===== src/axi_lite_demux_pkg.sv =====
package axi_lite_demux_pkg;

  // ------------------------------------------------
  // bus widths and defaults
  // ------------------------------------------------
  localparam int unsigned ADDR_W        = 32;
  localparam int unsigned DATA_W        = 32;
  localparam int unsigned STRB_W        = DATA_W / 8;
  // two select bits cover up to four manager ports
  localparam int unsigned SEL_W         = 2;
  localparam int unsigned NUM_PORTS_DEF = 4;
  localparam int unsigned MAX_TRANS_DEF = 4;

  typedef logic [SEL_W-1:0] select_t;

  // ------------------------------------------------
  // AXI4-Lite channel payloads
  // ------------------------------------------------
  typedef struct packed {
    logic [ADDR_W-1:0] addr;
    logic [2:0]        prot;
  } aw_chan_t;

  typedef struct packed {
    logic [DATA_W-1:0] data;
    logic [STRB_W-1:0] strb;
  } w_chan_t;

  typedef struct packed {
    logic [1:0] resp;
  } b_chan_t;

  typedef struct packed {
    logic [ADDR_W-1:0] addr;
    logic [2:0]        prot;
  } ar_chan_t;

  typedef struct packed {
    logic [DATA_W-1:0] data;
    logic [1:0]        resp;
  } r_chan_t;

  // request travels from manager to subordinate
  typedef struct packed {
    aw_chan_t aw;
    logic     aw_valid;
    w_chan_t  w;
    logic     w_valid;
    logic     b_ready;
    ar_chan_t ar;
    logic     ar_valid;
    logic     r_ready;
  } req_t;

  typedef struct packed {
    logic     aw_ready;
    logic     w_ready;
    b_chan_t  b;
    logic     b_valid;
    logic     ar_ready;
    r_chan_t  r;
    logic     r_valid;
  } rsp_t;

  // ------------------------------------------------
  // demux control
  // ------------------------------------------------
  typedef struct packed {
    logic w_full;
    logic w_empty;
    logic b_full;
    logic b_empty;
    logic r_full;
    logic r_empty;
  } fifo_stat_t;

  typedef struct packed {
    logic w_push;
    logic w_pop;
    logic b_push;
    logic b_pop;
    logic r_push;
    logic r_pop;
  } fifo_cmd_t;

  // handshake signals seen at the currently selected ports
  typedef struct packed {
    logic aw_ready;
    logic w_ready;
    logic ar_ready;
    logic b_valid;
    logic r_valid;
  } sel_stat_t;

  typedef struct packed {
    logic aw_valid;
    logic w_valid;
    logic ar_valid;
    logic b_ready;
    logic r_ready;
  } fanout_en_t;

endpackage


===== src/axi_lite_demux_top.sv =====
`timescale 1ns/1ps

module axi_lite_demux_top #(
  parameter int unsigned NumPorts = axi_lite_demux_pkg::NUM_PORTS_DEF,
  parameter int unsigned MaxTrans = axi_lite_demux_pkg::MAX_TRANS_DEF
) (
  input  logic                                    clk_i,
  input  logic                                    rst_n_i,
  input  axi_lite_demux_pkg::req_t                slv_req_i,
  input  axi_lite_demux_pkg::select_t             slv_aw_sel_i,
  input  axi_lite_demux_pkg::select_t             slv_ar_sel_i,
  output axi_lite_demux_pkg::rsp_t                slv_rsp_o,
  output axi_lite_demux_pkg::req_t [NumPorts-1:0] mst_req_o,
  input  axi_lite_demux_pkg::rsp_t [NumPorts-1:0] mst_rsp_i
);

  axi_lite_demux_pkg::fifo_stat_t fifo_stat;
  axi_lite_demux_pkg::fifo_cmd_t  fifo_cmd;
  axi_lite_demux_pkg::sel_stat_t  sel_stat;
  axi_lite_demux_pkg::fanout_en_t fanout_en;
  axi_lite_demux_pkg::select_t    w_sel;
  axi_lite_demux_pkg::select_t    b_sel;
  axi_lite_demux_pkg::select_t    r_sel;
  axi_lite_demux_pkg::b_chan_t    b_chan;
  axi_lite_demux_pkg::r_chan_t    r_chan;

  logic w_full;
  logic w_empty;
  logic b_full;
  logic b_empty;
  logic r_full;
  logic r_empty;
  logic aw_ready;
  logic w_ready;
  logic ar_ready;
  logic b_valid;
  logic r_valid;

  assign fifo_stat = '{w_full, w_empty, b_full, b_empty, r_full, r_empty};

  always_comb begin
    slv_rsp_o          = '0;
    slv_rsp_o.aw_ready = aw_ready;
    slv_rsp_o.w_ready  = w_ready;
    slv_rsp_o.ar_ready = ar_ready;
    slv_rsp_o.b_valid  = b_valid;
    slv_rsp_o.b        = b_chan;
    slv_rsp_o.r_valid  = r_valid;
    slv_rsp_o.r        = r_chan;
  end

  demux_ctrl u_ctrl (
    .clk_i      (clk_i),
    .rst_n_i    (rst_n_i),
    .slv_req_i  (slv_req_i),
    .sel_i      (sel_stat),
    .fifo_i     (fifo_stat),
    .en_o       (fanout_en),
    .fifo_o     (fifo_cmd),
    .aw_ready_o (aw_ready),
    .w_ready_o  (w_ready),
    .ar_ready_o (ar_ready),
    .b_valid_o  (b_valid),
    .r_valid_o  (r_valid)
  );

  // ------------------------------------------------
  // select FIFOs for AW -> W -> B and AR -> R
  // ------------------------------------------------
  select_fifo #(.Depth(MaxTrans)) u_w_fifo (
    .clk_i   (clk_i),
    .rst_n_i (rst_n_i),
    .push_i  (fifo_cmd.w_push),
    .pop_i   (fifo_cmd.w_pop),
    .data_i  (slv_aw_sel_i),
    .data_o  (w_sel),
    .full_o  (w_full),
    .empty_o (w_empty)
  );

  // records the port of each finished W beat as the B source
  select_fifo #(.Depth(MaxTrans)) u_b_fifo (
    .clk_i   (clk_i),
    .rst_n_i (rst_n_i),
    .push_i  (fifo_cmd.b_push),
    .pop_i   (fifo_cmd.b_pop),
    .data_i  (w_sel),
    .data_o  (b_sel),
    .full_o  (b_full),
    .empty_o (b_empty)
  );

  select_fifo #(.Depth(MaxTrans)) u_r_fifo (
    .clk_i   (clk_i),
    .rst_n_i (rst_n_i),
    .push_i  (fifo_cmd.r_push),
    .pop_i   (fifo_cmd.r_pop),
    .data_i  (slv_ar_sel_i),
    .data_o  (r_sel),
    .full_o  (r_full),
    .empty_o (r_empty)
  );

  port_mux #(.NumPorts(NumPorts)) u_mux (
    .mst_rsp_i (mst_rsp_i),
    .aw_sel_i  (slv_aw_sel_i),
    .w_sel_i   (w_sel),
    .ar_sel_i  (slv_ar_sel_i),
    .b_sel_i   (b_sel),
    .r_sel_i   (r_sel),
    .sel_o     (sel_stat),
    .b_o       (b_chan),
    .r_o       (r_chan)
  );

  req_fanout #(.NumPorts(NumPorts)) u_fanout (
    .slv_req_i (slv_req_i),
    .aw_sel_i  (slv_aw_sel_i),
    .w_sel_i   (w_sel),
    .ar_sel_i  (slv_ar_sel_i),
    .b_sel_i   (b_sel),
    .r_sel_i   (r_sel),
    .en_i      (fanout_en),
    .mst_req_o (mst_req_o)
  );

endmodule


===== src/demux_ctrl.sv =====
`timescale 1ns/1ps

module demux_ctrl (
  input  logic                           clk_i,
  input  logic                           rst_n_i,
  input  axi_lite_demux_pkg::req_t       slv_req_i,
  input  axi_lite_demux_pkg::sel_stat_t  sel_i,
  input  axi_lite_demux_pkg::fifo_stat_t fifo_i,
  output axi_lite_demux_pkg::fanout_en_t en_o,
  output axi_lite_demux_pkg::fifo_cmd_t  fifo_o,
  output logic                           aw_ready_o,
  output logic                           w_ready_o,
  output logic                           ar_ready_o,
  output logic                           b_valid_o,
  output logic                           r_valid_o
);

  logic lock_aw_q;
  logic lock_aw_d;
  logic w_open;
  logic ar_open;

  // ------------------------------------------------
  // AW channel
  // ------------------------------------------------
  // the select is pushed on the first offer, the lock keeps the beat
  // offered without a second push until the port takes it
  always_comb begin
    lock_aw_d     = lock_aw_q;
    en_o.aw_valid = 1'b0;
    aw_ready_o    = 1'b0;
    fifo_o.w_push = 1'b0;
    if (lock_aw_q) begin
      en_o.aw_valid = 1'b1;
      if (sel_i.aw_ready) begin
        aw_ready_o = 1'b1;
        lock_aw_d  = 1'b0;
      end
    end else if (slv_req_i.aw_valid && !fifo_i.w_full) begin
      en_o.aw_valid = 1'b1;
      fifo_o.w_push = 1'b1;
      if (sel_i.aw_ready) begin
        aw_ready_o = 1'b1;
      end else begin
        lock_aw_d = 1'b1;
      end
    end
  end

  always_ff @(posedge clk_i) begin
    if (!rst_n_i) begin
      lock_aw_q <= 1'b0;
    end else begin
      lock_aw_q <= lock_aw_d;
    end
  end

  // ------------------------------------------------
  // W and B channels
  // ------------------------------------------------
  // W needs a target from the W FIFO and room to record the B source
  assign w_open        = ~fifo_i.w_empty & ~fifo_i.b_full;
  assign en_o.w_valid  = w_open & slv_req_i.w_valid;
  assign w_ready_o     = w_open & sel_i.w_ready;
  assign fifo_o.w_pop  = slv_req_i.w_valid & w_ready_o;
  assign fifo_o.b_push = slv_req_i.w_valid & w_ready_o;

  assign b_valid_o     = ~fifo_i.b_empty & sel_i.b_valid;
  assign en_o.b_ready  = ~fifo_i.b_empty & slv_req_i.b_ready;
  assign fifo_o.b_pop  = b_valid_o & slv_req_i.b_ready;

  // ------------------------------------------------
  // AR and R channels
  // ------------------------------------------------
  assign ar_open       = ~fifo_i.r_full;
  assign en_o.ar_valid = ar_open & slv_req_i.ar_valid;
  assign ar_ready_o    = ar_open & sel_i.ar_ready;
  assign fifo_o.r_push = slv_req_i.ar_valid & ar_ready_o;

  // responses only while an open read is on record
  assign r_valid_o     = ~fifo_i.r_empty & sel_i.r_valid;
  assign en_o.r_ready  = ~fifo_i.r_empty & slv_req_i.r_ready;
  assign fifo_o.r_pop  = r_valid_o & slv_req_i.r_ready;

endmodule


===== src/port_mux.sv =====
`timescale 1ns/1ps

module port_mux #(
  parameter int unsigned NumPorts = axi_lite_demux_pkg::NUM_PORTS_DEF
) (
  input  axi_lite_demux_pkg::rsp_t [NumPorts-1:0] mst_rsp_i,
  input  axi_lite_demux_pkg::select_t             aw_sel_i,
  input  axi_lite_demux_pkg::select_t             w_sel_i,
  input  axi_lite_demux_pkg::select_t             ar_sel_i,
  input  axi_lite_demux_pkg::select_t             b_sel_i,
  input  axi_lite_demux_pkg::select_t             r_sel_i,
  output axi_lite_demux_pkg::sel_stat_t           sel_o,
  output axi_lite_demux_pkg::b_chan_t             b_o,
  output axi_lite_demux_pkg::r_chan_t             r_o
);

  // compare against each port index so an unused select value reads zero
  always_comb begin
    sel_o = '0;
    b_o   = '0;
    r_o   = '0;
    for (int unsigned p = 0; p < NumPorts; p++) begin
      if (aw_sel_i == axi_lite_demux_pkg::select_t'(p)) begin
        sel_o.aw_ready = mst_rsp_i[p].aw_ready;
      end
      if (w_sel_i == axi_lite_demux_pkg::select_t'(p)) begin
        sel_o.w_ready = mst_rsp_i[p].w_ready;
      end
      if (ar_sel_i == axi_lite_demux_pkg::select_t'(p)) begin
        sel_o.ar_ready = mst_rsp_i[p].ar_ready;
      end
      // B source is the head of the B FIFO
      if (b_sel_i == axi_lite_demux_pkg::select_t'(p)) begin
        sel_o.b_valid = mst_rsp_i[p].b_valid;
        b_o           = mst_rsp_i[p].b;
      end
      // R source is the head of the R FIFO
      if (r_sel_i == axi_lite_demux_pkg::select_t'(p)) begin
        sel_o.r_valid = mst_rsp_i[p].r_valid;
        r_o           = mst_rsp_i[p].r;
      end
    end
  end

endmodule


===== src/req_fanout.sv =====
`timescale 1ns/1ps

module req_fanout #(
  parameter int unsigned NumPorts = axi_lite_demux_pkg::NUM_PORTS_DEF
) (
  input  axi_lite_demux_pkg::req_t                slv_req_i,
  input  axi_lite_demux_pkg::select_t             aw_sel_i,
  input  axi_lite_demux_pkg::select_t             w_sel_i,
  input  axi_lite_demux_pkg::select_t             ar_sel_i,
  input  axi_lite_demux_pkg::select_t             b_sel_i,
  input  axi_lite_demux_pkg::select_t             r_sel_i,
  input  axi_lite_demux_pkg::fanout_en_t          en_i,
  output axi_lite_demux_pkg::req_t [NumPorts-1:0] mst_req_o
);

  for (genvar p = 0; p < NumPorts; p++) begin : gen_port
    logic hit_aw;
    logic hit_w;
    logic hit_ar;
    logic hit_b;
    logic hit_r;

    assign hit_aw = (aw_sel_i == axi_lite_demux_pkg::select_t'(p));
    assign hit_w  = (w_sel_i == axi_lite_demux_pkg::select_t'(p));
    assign hit_ar = (ar_sel_i == axi_lite_demux_pkg::select_t'(p));
    assign hit_b  = (b_sel_i == axi_lite_demux_pkg::select_t'(p));
    assign hit_r  = (r_sel_i == axi_lite_demux_pkg::select_t'(p));

    // payloads go everywhere, only the valids and readies are steered
    always_comb begin
      mst_req_o[p]          = '0;
      mst_req_o[p].aw       = slv_req_i.aw;
      mst_req_o[p].w        = slv_req_i.w;
      mst_req_o[p].ar       = slv_req_i.ar;
      mst_req_o[p].aw_valid = en_i.aw_valid & hit_aw;
      mst_req_o[p].w_valid  = en_i.w_valid & hit_w;
      mst_req_o[p].ar_valid = en_i.ar_valid & hit_ar;
      mst_req_o[p].b_ready  = en_i.b_ready & hit_b;
      mst_req_o[p].r_ready  = en_i.r_ready & hit_r;
    end
  end

endmodule


===== src/select_fifo.sv =====
`timescale 1ns/1ps

module select_fifo #(
  parameter int unsigned Depth = axi_lite_demux_pkg::MAX_TRANS_DEF
) (
  input  logic                        clk_i,
  input  logic                        rst_n_i,
  input  logic                        push_i,
  input  logic                        pop_i,
  input  axi_lite_demux_pkg::select_t data_i,
  output axi_lite_demux_pkg::select_t data_o,
  output logic                        full_o,
  output logic                        empty_o
);

  localparam int unsigned PtrW = (Depth > 1) ? $clog2(Depth) : 1;
  localparam int unsigned CntW = $clog2(Depth + 1);

  axi_lite_demux_pkg::select_t mem_q [Depth];

  logic [PtrW-1:0] wr_ptr_q;
  logic [PtrW-1:0] rd_ptr_q;
  logic [CntW-1:0] count_q;
  logic            do_push;
  logic            do_pop;

  assign full_o  = (count_q == CntW'(Depth));
  assign empty_o = (count_q == '0);

  // a push into a full FIFO or a pop from an empty one is dropped
  assign do_push = push_i & ~full_o;
  assign do_pop  = pop_i & ~empty_o;

  assign data_o = mem_q[rd_ptr_q];

  always_ff @(posedge clk_i) begin
    if (!rst_n_i) begin
      wr_ptr_q <= '0;
      rd_ptr_q <= '0;
      count_q  <= '0;
    end else begin
      if (do_push) begin
        wr_ptr_q <= (wr_ptr_q == PtrW'(Depth - 1)) ? '0 : wr_ptr_q + 1'b1;
      end
      if (do_pop) begin
        rd_ptr_q <= (rd_ptr_q == PtrW'(Depth - 1)) ? '0 : rd_ptr_q + 1'b1;
      end
      // simultaneous push and pop keeps the fill level
      if (do_push && !do_pop) begin
        count_q <= count_q + 1'b1;
      end else if (!do_push && do_pop) begin
        count_q <= count_q - 1'b1;
      end
    end
  end

  always_ff @(posedge clk_i) begin
    if (do_push) begin
      mem_q[wr_ptr_q] <= data_i;
    end
  end

endmodule


===== config.mk =====
export PLATFORM = sky130hd
export DESIGN_NAME = axi_lite_demux_top
export DESIGN_NICKNAME = d
export VERILOG_FILES = /design/src/axi_lite_demux_pkg.sv /design/src/axi_lite_demux_top.sv /design/src/demux_ctrl.sv /design/src/port_mux.sv /design/src/req_fanout.sv /design/src/select_fifo.sv
export SDC_FILE = /design/constraint.sdc
export NUM_CORES = 1
export LEC_CHECK = 0
export BUFFER_PORTS_ARGS = -buffer_cell sky130_fd_sc_hd__buf_2
export CORE_AREA = 8 8 293 295
export CTS_BUF_LIST = sky130_fd_sc_hd__clkbuf_8
export DETAILED_ROUTE_END_ITERATION = 10
export DIE_AREA = 0 0 301 303
export GPL_TIMING_DRIVEN = 0
export SYNTH_ARGS = -nofsm -noshare
export SYNTH_HDL_FRONTEND = slang
export SYNTH_SLANG_ARGS = --single-unit

===== constraint.sdc =====
create_clock -name clk_i -period 8.1 [get_ports clk_i]
set_input_delay 1.215 -clock clk_i [delete_from_list [all_inputs] [get_ports clk_i]]
set_output_delay 1.215 -clock clk_i [all_outputs]
set_load 0.1 [all_outputs]

==> results of run 1 <==
how the worst max path moves through the flow:
| stage | cells after the start | slack, ns | end | startpoint |
|---|---|---|---|---|
| floorplan | 3 | 3.00 | mst_req_o[1] | slv_req_i[1] |
| detailed placement | 5 | 4.16 | mst_req_o[1] | slv_req_i[1] |
| finish | 7 | 4.08 | slv_rsp_o[0] | flop |
| global route | 7 | 3.83 | slv_rsp_o[0] | flop |
| global placement | 5 | 4.19 | mst_req_o[148] | slv_req_i[37] |
| CTS | 7 | 3.84 | slv_rsp_o[0] | flop |
cells in the final DEF (no fill, tap or decap), drive strengths merged:
| cell type | count |
|---|---|
| nor3b | 3 |
| mux2 | 2 |
| nor2 | 23 |
| ha | 18 |
| o31ai | 1 |
| mux4 | 44 |
| nand2b | 4 |
| mux2i | 14 |
| and3b | 1 |
| or3b | 1 |
| a21boi | 5 |
| o31a | 2 |
| inv | 14 |
| clkinvlp | 1 |
| diode | 12 |
| xnor2 | 3 |
| nand3 | 6 |
| a21oi | 4 |
| nand4bb | 1 |
| nand4b | 1 |
| and2 | 13 |
| fa | 3 |
| dfxtp | 28 |
| or3 | 3 |
| clkinv | 1 |
| o21ai | 12 |
| nor3 | 3 |
| clkbuf | 9 |
| edfxtp | 24 |
| nand2 | 16 |
| and3 | 7 |
| o22ai | 2 |
| xor2 | 3 |
| nor2b | 8 |
| o211ai | 2 |
| buf | 1097 |
critical path: cells and delay by family (launching register included):
kind / cells / cell delay, ns
AO/OA/AOI/OAI: 1 / 0.23
multiplexers: 3 / 1.11
buffers and inverters: 3 / 0.70
flip-flops: 1 / 0.45
through the flow:
stage               utilization  hold slack (ns)  setup WS [ns]
global placement          0.141            0.466           4.19
global route              0.142            0.507           3.83
floorplan                     -            0.446           3.00
finish                    0.142            0.481           4.08
detailed placement        0.141            0.468           4.16
CTS                       0.142            0.481           3.84
power by group:
part / internal, W / switching (W) / total [W] / leakage (nW)
sequential: 0.000322 / 0.0000407 / 0.000363 / 0.447
combinational: 0.000537 / 0.00189 / 0.00242 / 5.56
clock: 0.0000589 / 0.0000859 / 0.000145 / 0.0431
total: 0.000918 / 0.00201 / 0.00293 / 6.05
logic make-up after synthesis:
group / synth area share
adder cells (fa/ha/maj): 0.0420
AO/OA/AOI/OAI: 0.0269
buffers and inverters: 0.494
flip-flops: 0.189
multiplexers: 0.170
AND/OR/NAND/NOR: 0.0704
XOR/XNOR: 0.00774
final cells by class:
class	instances	area, um2
antenna	12	30.0
buffer	443	3310
timing repair buffer	658	3290
clock buffer	5	68.8
fill	9296	69700
inverter	13	48.8
sequential	52	1280
clock inverter	3	15.0
tap	1070	1340
multi-input combinational	205	2150
metal layers:
layer | wire length, um | vias to the layer above | track usage
li1 | - | 3281 | -
met4 | 145 | 10 | 0.00525
met2 | 19200 | 382 | 0.132
met3 | 6870 | 23 | 0.0458
met5 | 56 | - | 0
met1 | 18700 | 3225 | 0.118
==> flow_metrics.py, run 1 <==
metrics = {
    "clock_tree": {
        "cts_root_buffer": "clkbuf_8",
        "cts.repair.resized": 0,
        "htreeDepth": 2,
        "clk_latency_ns": 0.31,
        "cts_tree": "yes",
        "cts_buffers": 5,
        "clock_sinks": 52,
        "cts_hold_buffers": 0,
        "cts_buffer_depth": 2,
        "postCtsSetupBuffers": 0,
        "clkTransAtPathRegs_ns": 0.09,
    },
    "final_layout": {
        "fin_area_mm2": 0.0115,
        "final_nets": 1680,
        "drive_gt1_frac": 0.836,
        "areaGrowthSynthToFinish_pct": 69.9,
        "fin_cells": 2461,
    },
    "die": {
        "die_h_um": 303,
        "io_pins": 766,
        "die_x_um": 301,
        "core_area_mm2": 0.0812,
        "die-area_mm2": 0.0912,
        "rows": 105,
        "initial_core_util": 0.0836,
    },
    "critical_path": {
        "path_class": "flop to primary output",
        "max_stage_delay_ns": 0.58,
        "cp_slowest_cell": "mux4_2",
        "worst_setup_path_end_kind": "primary output",
        "crit_path_max_fanout": 10,
        "rrSetupSlack_ns": 4.92,
        "worstPathArrival_ns": 2.80,
        "cpMostUsedCell": "mux2i_1",
        "reg2reg_depth": 11,
        "required_ns": 6.88,
        "crit_chain": "mux4_2 -> buf_6 -> mux2i_1 -> mux2i_1 -> o31a_1 -> buf_4 -> buf_2",
        "r2r-end": "u_r_fifo.count_q[2]$_SDFFE_PN0P_",
        "start_kind": "flop",
    },
    "hold_path": {
        "hp-class": "flop to flop",
        "hold_start": "u_w_fifo.rd_ptr_q[1]$_SDFFE_PN0P_",
        "min_to": "u_w_fifo.rd_ptr_q[1]$_SDFFE_PN0P_",
        "hold_depth": 2,
    },
    "logic_synthesis": {
        "synth_edf_count": 24,
        "synth_common_cells": "buf_4, mux4_2, dfxtp_1",
        "synthFlopType": "dfxtp_1",
        "seq_area_frac_synth": 0.189,
        "yosys-top-cells-area": "buf_4, mux4_2, edfxtp_1",
        "synth_cell_types": 37,
        "yosys_warnings": 0,
        "synth_area_mm2": 0.00679,
        "ys_ff_latch": 52,
        "ys_async_sr_fraction": 0,
        "yosysMostFrequentCell": "buf_4",
        "yosys.area.top_type_share": 0.476,
        "synth_top_area_cell": "buf_4",
        "synthesis.nets": 1015,
        "synth_area_per_cell_um2": 9.53,
        "syn_inst": 713,
    },
    "job": {
        "drv_cap": 0,
    },
    "drt": {
        "wire_per_inst_um": 18.3,
        "vias": 6921,
        "ant_nets": 0,
        "dr.first_iter.drc_count": 444,
        "wirelength_mm": 45.0,
        "drc": 0,
        "viasPerCell": 2.81,
        "drt_first_pass_iters": 4,
    },
    "timing": {
        "hold_viol": 0,
        "finalCritPeriodShare": 0.496,
        "rsz0062_at_grt": "false",
        "timing.clock.skew_ns": 0.00839,
        "worstMarginPinSlew_ns": 0.733,
        "slew_viol_final": 0,
        "slew_headroom": 0.515,
        "fmax_mhz": 249,
        "setup_viol": 0,
        "fin_tns_setup_ns": 0,
        "fin_crit_ns": 4.02,
    },
    "place": {
        "dpl_cell_area_mm2": 0.0114,
        "place_congestion": 0.918,
        "placed_cells_incl_taps": 2441,
        "port_buffers": 658,
        "place.detailed.hpwl_mm": 42.6,
    },
    "grt": {
        "grt.total_usage": 0.0884,
        "grt_overflow": 0,
        "antenna_found_initial": 32,
        "grt_pass1_wl_mm": 56.4,
        "grt_pass1_vias": 6723,
        "grt_start_max_net_pins": 16,
    },
    "pwr": {
        "p_per_area_mw_per_mm2": 254,
        "p_total_w": 0.00293,
        "p_leak_nw": 6.05,
        "ir_worst_vdd_uv": 223,
    },
    "run_status": {
        "status": "completed",
    },
}
No activity file was read; power rests on OpenSTA's default activity.
==> run 2: changes to the inputs <==
- CORE_AREA: 8 8 293 295 -> 8 8 289 291
- DIE_AREA: 0 0 301 303 -> 0 0 297 299
- clock period: 8.1 -> 3.5 ns (I/O delays scaled with it)
==> run 2 against run 1 <==
Against the previous run: global-route usage up 0.22 points; highest routed layer unchanged; die area down 2.6%; total power up 130%; critical path depth down 2; largest power group unchanged; core utilization up 0.48 points; sequential power up 130%.
==> flow_metrics.py, run 2 (same netlist as run 1, synthesis figures left out) <==
metrics = {
    "run_status": {
        "status": "completed",
    },
    "critical_path": {
        "crit_path_max_fanout": 10,
        "path_class": "flop to primary output",
        "cp_slowest_cell": "buf_2",
        "worstPathArrival_ns": 2.73,
        "required_ns": 2.97,
        "path_buf_inv": 3,
        "start_kind": "flop",
        "rrSetupSlack_ns": 0.25,
        "cpLargestDelayFamily": "buffers and inverters",
        "crit_chain": "mux4_2 -> buf_2 -> buf_2 -> mux4_2 -> buf_2",
        "worst_setup_path_end_kind": "primary output",
        "cpMostUsedCell": "buf_2",
        "max_stage_delay_ns": 0.59,
    },
    "timing": {
        "finalCritPeriodShare": 0.930,
        "slew_viol_final": 0,
        "fmax_mhz": 307,
        "worstMarginPinSlew_ns": 0.732,
        "hold_viol": 0,
        "rsz0062_at_grt": "false",
        "timing.clock.skew_ns": 0.00543,
        "slew_headroom": 0.516,
        "fin_crit_ns": 3.25,
        "setup_viol": 0,
        "worst_slack_ns": 0.246,
        "hold_ws_ns": 0.481,
    },
    "drt": {
        "drt_first_pass_iters": 4,
        "viasPerCell": 2.76,
        "drc": 0,
        "wire_per_inst_um": 17.9,
        "dr.first_iter.drc_count": 290,
        "ant_nets": 0,
        "wirelength_mm": 43.7,
        "vias": 6719,
    },
    "clock_tree": {
        "cts_tree": "yes",
        "clkTransAtPathRegs_ns": 0.09,
        "clock_sinks": 52,
        "cts_root_buffer": "clkbuf_8",
        "cts_buffers": 5,
        "htreeDepth": 2,
        "cts_buffer_depth": 2,
        "clk_latency_ns": 0.31,
    },
    "pwr": {
        "seqPwrFrac": 0.122,
        "p_per_area_mw_per_mm2": 596,
        "power.internal_w": 0.00220,
        "p_leak_nw": 6.07,
        "power.switching_w": 0.00468,
        "p_total_w": 0.00689,
        "combPwrFrac": 0.819,
        "clkPwrFrac": 0.059,
        "ir_worst_vdd_uv": 631,
        "swShare": 0.680,
    },
    "hold_path": {
        "hp-class": "flop to flop",
    },
    "job": {
        "drv_cap": 0,
    },
    "grt": {
        "antenna_found_initial": 19,
        "grt.total_usage": 0.0907,
        "grt_pass1_vias": 6650,
        "grt_overflow": 0,
        "grt_start_max_net_pins": 16,
        "grt_pass1_wl_mm": 57.2,
    },
    "place": {
        "port_buffers": 658,
        "place_congestion": 0.954,
        "placed_cells_incl_taps": 2421,
        "place.detailed.hpwl_mm": 41.1,
        "preCtsSetupSlack_ns": -0.0480,
    },
    "final_layout": {
        "fin_cells": 2436,
        "final_common_cell": "buf_2",
        "drive_gt1_frac": 0.840,
        "final_util": 0.147,
        "final_cell_mix": "buf_2, buf_4, mux4_2",
        "final_nets": 1680,
        "areaGrowthSynthToFinish_pct": 70.0,
    },
    "die": {
        "die_h_um": 299,
        "rows": 103,
        "io_pins": 766,
        "die_x_um": 297,
        "initial_core_util": 0.0864,
        "core_area_mm2": 0.0786,
        "die-area_mm2": 0.0888,
    },
}
## run 2: worst paths after layout
| check | startpoint | end | cells past startpoint |
|---|---|---|---|
| max | flop | slv_rsp_o[27] | 5 |
| min | u_w_fifo.rd_ptr_q[1]$_SDFFE_PN0P_ | u_w_fifo.rd_ptr_q[1]$_SDFFE_PN0P_ | 2 |
| max reg2reg | flop | u_r_fifo.count_q[2]$_SDFFE_PN0P_ | 11 |
| min reg2reg | u_w_fifo.rd_ptr_q[1]$_SDFFE_PN0P_ | u_w_fifo.rd_ptr_q[1]$_SDFFE_PN0P_ | 2 |
## run 2: area by class of cell
class,instances,area [um2]
buffer,443,3310
tap,1050,1310
fill,8931,67100
clock inverter,3,38.8
sequential,52,1280
clock buffer,5,68.8
inverter,13,48.8
timing repair buffer,658,3290
antenna,7,17.5
multi-input combinational,205,2170
## run 2: stage by stage
stage	cell area [um2]	TNS [ns]
finish	11500	0
global route	11500	0
floorplan	6810	0
global placement	11400	0
detailed placement	11400	-0.0480
CTS	11500	0
## run 2: per-layer routing
metal  global-route usage  up-vias  wire (um)
li1                     -     3279          -
met5                    0        -         39
met1                0.110     3007      17000
met3               0.0651       32       7880
met2                0.133      395      18400
met4               0.0103        6        402
## run 2: tightest hold or removal path, stage by stage, from the launching register on
cell and delay [ns]:
dfxtp_1 0.32, nand2_1 0.05, o21ai_1 0.06
## run 2: timing repair
action | CTS | global route
setup buffers | 0 | 0
gates resized for setup | 2 | 0
endpoints found under the hold margin | 0 | 0
setup endpoints to repair | 1 | 0
hold buffers | 0 | 0
## run 2: power groups by stage
stage,Clock (W),Combinational (W),Sequential (W)
6_report,0.000406,0.00564,0.000841
5_1_grt,0.000443,0.00588,0.000860
4_1_cts,0.000417,0.00570,0.000842
3_3_place_gp,0,0.00568,0.000852
2_1_floorplan,0,0.00472,0.000832
3_5_place_dp,0,0.00569,0.000854
